$ cat src/design/core_params.svh
`ifndef CORE_PARAMS_SVH
`define CORE_PARAMS_SVH

// datapath
`define DATA_WIDTH 32
`define NUM_REGS 16

// word addressed ram
`define ADDR_WIDTH 8
`define MEM_WORDS 256

// cycles from accepted read to readValid
`define MEM_LATENCY 2

`endif

$ cat src/design/cpuPkg.sv
`default_nettype none

`include "core_params.svh"

package cpuPkg;

    typedef enum logic [3:0] {
        opAdd   = 4'd0,
        opSub   = 4'd1,
        opAnd   = 4'd2,
        opOr    = 4'd3,
        opXor   = 4'd4,
        opAddi  = 4'd5,
        opLoad  = 4'd6,
        opStore = 4'd7,
        opBne   = 4'd8,
        opHalt  = 4'd9     // codes above this run as no-ops
    } opcodes;

    typedef enum logic [2:0] {
        stIdle,
        stFetch,
        stFetchWait,
        stExecute,
        stMemory,
        stMemWait,
        stWriteback,
        stHalted
    } cpuStates;

    typedef enum logic [2:0] {
        aluAdd,
        aluSub,
        aluAnd,
        aluOr,
        aluXor
    } aluOps;

    typedef struct packed {
        opcodes             opcode;
        logic        [3:0]  rd;
        logic        [3:0]  ra;
        logic        [3:0]  rb;
        logic signed [15:0] imm;
    } instruction;

    typedef struct packed {
        logic                   read;
        logic                   write;
        logic [`ADDR_WIDTH-1:0] address;
        logic [`DATA_WIDTH-1:0] writeData;
    } busRequest;

    typedef struct packed {
        logic                           writeEnable;
        logic [$clog2(`NUM_REGS)-1:0]   writeSelect;
        logic                           dataSelect;   // 1 selects load data
    } regfileControl;

endpackage

`default_nettype wire

$ cat src/design/busArbiter.sv
`timescale 1ns/10ps
`default_nettype none

module busArbiter(
    input  logic                clk,
    input  logic                rstN,
    input  cpuPkg::busRequest   hostRequest,
    input  cpuPkg::busRequest   cpuRequest,
    output logic                hostWait,
    output logic                cpuWait,
    output logic                hostValid,
    output logic                cpuValid,
    output cpuPkg::busRequest   memRequest,
    input  logic                memWait,
    input  logic                memValid
);

    logic hostActive;
    logic readPending;
    logic ownerHost;    // owner of the outstanding read
    logic readAccepted;

    assign hostActive = hostRequest.read | hostRequest.write;

    // host wins a tie, nothing passes while a read is out
    always_comb begin
        if (readPending)
            memRequest = '0;
        else if (hostActive)
            memRequest = hostRequest;
        else
            memRequest = cpuRequest;
    end

    assign readAccepted = !readPending && memRequest.read && !memWait;

    always_ff @(posedge clk) begin
        if (!rstN) begin
            readPending <= 1'b0;
            ownerHost   <= 1'b0;
        end else if (readAccepted) begin
            readPending <= 1'b1;
            ownerHost   <= hostActive;
        end else if (memValid) begin
            readPending <= 1'b0;
        end
    end

    assign hostWait = readPending | memWait;
    assign cpuWait  = readPending | hostActive | memWait;

    // read data steered to its owner only
    assign hostValid = memValid & readPending & ownerHost;
    assign cpuValid  = memValid & readPending & ~ownerHost;

endmodule

`default_nettype wire

$ cat config.mk
export PLATFORM = sky130hd
export DESIGN_NAME = busArbiter
export DESIGN_NICKNAME = d
export VERILOG_FILES = /design/src/design/cpuPkg.sv /design/src/design/busArbiter.sv
export VERILOG_INCLUDE_DIRS = /design/src /design/src/design
export SDC_FILE = /design/constraint.sdc
export NUM_CORES = 1
export LEC_CHECK = 0
export BUFFER_PORTS_ARGS = -buffer_cell sky130_fd_sc_hd__buf_4
export CORE_UTILIZATION = 29
export DETAILED_ROUTE_END_ITERATION = 12
export PLACE_DENSITY = 0.83
export REMOVE_ABC_BUFFERS = 1
export SYNTH_ARGS = -nofsm -noshare
export SYNTH_HDL_FRONTEND = slang
export SYNTH_SLANG_ARGS = --single-unit
$ cat constraint.sdc
create_clock -name clk -period 1.11 [get_ports clk]
set_clock_uncertainty 0.15 [all_clocks]
set_input_delay 0.111 -clock clk [delete_from_list [all_inputs] [get_ports clk]]
set_output_delay 0.111 -clock clk [all_outputs]
set_load 0.1 [all_outputs]
==> results.json <==
{
  "yosysTopAreaCell": "a21oi_2",
  "wl_met2_um": 2842,
  "wl_per_cell_um": 15.27,
  "hold_violations": 0,
  "synth-main-ff-cell": "dfxtp_1",
  "place_congestion": 0.7802,
  "arrival_ps": 1190,
  "synth-edff-count": 0,
  "clkTransAtPathRegs_ps": 40,
  "coreArea_mm2": 0.003416,
  "critPathMaxFanout": 19,
  "rsz0062_at_grt": "true",
  "wl_met1_um": 1790,
  "diodes": 0,
  "worst_slack_ps": -336.1,
  "grt_pass1_vias": 1641,
  "yosysMostFrequentCell": "nand2_1",
  "routed_wl_um": 5145,
  "worst_pin_slew_ps": 301.4,
  "synth-seq-cells": 2,
  "route.detailed.drc": 0,
  "synth_area_leaders": "a21oi_2, nand2_2, nand2_1",
  "final_area_mm2": 0.002815,
  "highest_layer": "met4",
  "clock_sinks": 2,
  "layout-drive-gt1-share_pct": 81.10,
  "dp_cells": 330,
  "peakVddDrop_mv": 0.5706,
  "critPathKind": "flip-flop to output port",
  "fin_nets": 381,
  "drt_first_pass_iters": 5,
  "final_antenna_net_count": 0,
  "drt_iter0_drc": 102,
  "required_ps": 850,
  "yosysSeqAreaShare_pct": 3.796,
  "synth_area_mm2": 0.001055,
  "dpl.hpwl_um": 2975,
  "final_max_slew_viol_count": 0,
  "placementRows": 21,
  "area_growth_pct": 166.9,
  "fmax_ghz": 0.6915,
  "met3_length_um": 401,
  "synthTopCellsByCount": "nand2_1, a21oi_2, nand2_2",
  "vias": 1615,
  "synth_top_area_share_pct": 33.21,
  "finalPower_mw": 2.948,
  "overflow": 0,
  "clock-root-buffer": "clkbuf_4",
  "pin_count": 134,
  "clockBufferDepth": 2,
  "synth_async_sr_flop_share_pct": 0,
  "track_usage_pct": 23.07,
  "via_per_inst": 4.792,
  "power.leakage_nw": 1.277,
  "dieWidth_um": 62.31,
  "reg2reg_depth": 4,
  "hold_class": "input port to flip-flop",
  "dieArea_mm2": 0.003883,
  "status": "complete, but fails checks",
  "power_density_mw_per_mm2": 1047,
  "grt_max_degree": 22,
  "finalSetupViolCount": 46,
  "slew_headroom_pct": 79.90,
  "final_cells": 337,
  "period_share_pct": 130.3,
  "critPathLaunchType": "flip-flop",
  "fp.dieH_um": 62.31,
  "whs_ps": 34.91,
  "avgSynthCellArea_um2": 6.761,
  "antenna_found_initial": 0,
  "cts_tree": "built",
  "cts_buffers": 3,
  "port_buffers": 133,
  "whs_path_depth": 3,
  "r2r_setup_slack_ps": 40,
  "clock_latency_ps": 230,
  "cap_violations": 0,
  "yosys_warnings": 0,
  "syn_inst": 156,
  "end_kind": "output port",
  "htreeDepth": 1,
  "initial_core_util_pct": 30.88,
  "failed_checks": "setup timing",
  "min_period_ps": 1446,
  "dpl-instance-area_mm2": 0.002063,
  "grt_pass1_wl_um": 7251,
  "synth.distinct_cells": 18
}
## logic make-up after synthesis
logic type / after synthesis / synth area share, %
buf+inv: 16 / 16.49
compound gates: 44 / 35.11
simple gates: 94 / 44.60
flops: 2 / 3.796
## registers in the layout, indices dropped and copies added (netlist names)
name and flops:
readPending 1, ownerHost 1
## cell type report
class	count	area, um^2
inverters	2	7.507
fillers	191	600.6
flip-flops and latches	2	43.79
multi-input cells	138	1007
repair buffers	146	1677
clock buffers	3	22.52
well taps	46	57.56
## per-layer routing
layer,track usage [%],vias up
met5,0,-
met4,7.849,0
met3,5.699,10
met2,45.19,95
met1,23.32,740
li1,-,770
## worst paths after layout
check | start | to
worst max-delay path | readPending | memRequest[23]
worst min-delay path | memValid | readPending
worst max register to register | readPending | readPending
worst min register to register | ownerHost | ownerHost
## power breakdown
group | total, mW | internal (mW) | switching (mW) | leakage, nW
clock network | 0.171 | 0.120 | 0.0508 | 0.0138
logic | 2.69 | 0.990 | 1.70 | 1.25
registers | 0.0903 | 0.0779 | 0.0125 | 0.0172
total | 2.95 | 1.19 | 1.76 | 1.28
## repair_timing
item,in CTS,in global routing
hold buffers,1,0
pin swaps,0,2
hold endpoints to repair,1,0
gates resized for setup,109,42
setup endpoints to repair,48,48
gates cloned,1,0
setup buffers,0,2
## critical path, stage by stage, from the launching register on
cell,delay [ps]
dfxtp_4,380
buf_12,180
a21oi_2,180
buf_12,200
## metrics by stage
stage          util (%)  worst slack, ps  setup TNS (ps)
5_1_grt           82.42           -381.2          -15290
4_1_cts           75.35           -304.4          -13160
2_1_floorplan         -            -2139          -73240
3_3_place_gp      60.40           -289.0          -11120
6_report          82.42           -336.1          -13400
3_5_place_dp      60.40           -299.5          -11440
## layout by cell type (no fill, tap or decap)
cell / instances
bufbuf_16: 1
dfxtp_4: 1
or2_4: 1
o21ai_1: 2
dlygate4sd3_1: 1
buf_6: 2
nor2_2: 2
nand2_4: 1
a21oi_1: 1
a21oi_4: 18
nand2_2: 40
nand2b_1: 1
nand3b_1: 1
nand3_1: 1
buf_8: 11
and3_1: 2
buf_12: 37
nand2_1: 43
dfxtp_1: 1
buf_4: 94
a21oi_2: 23
clkbuf_4: 3
inv_1: 2
nor2_4: 2
No activity file was read; power rests on OpenSTA's default activity.
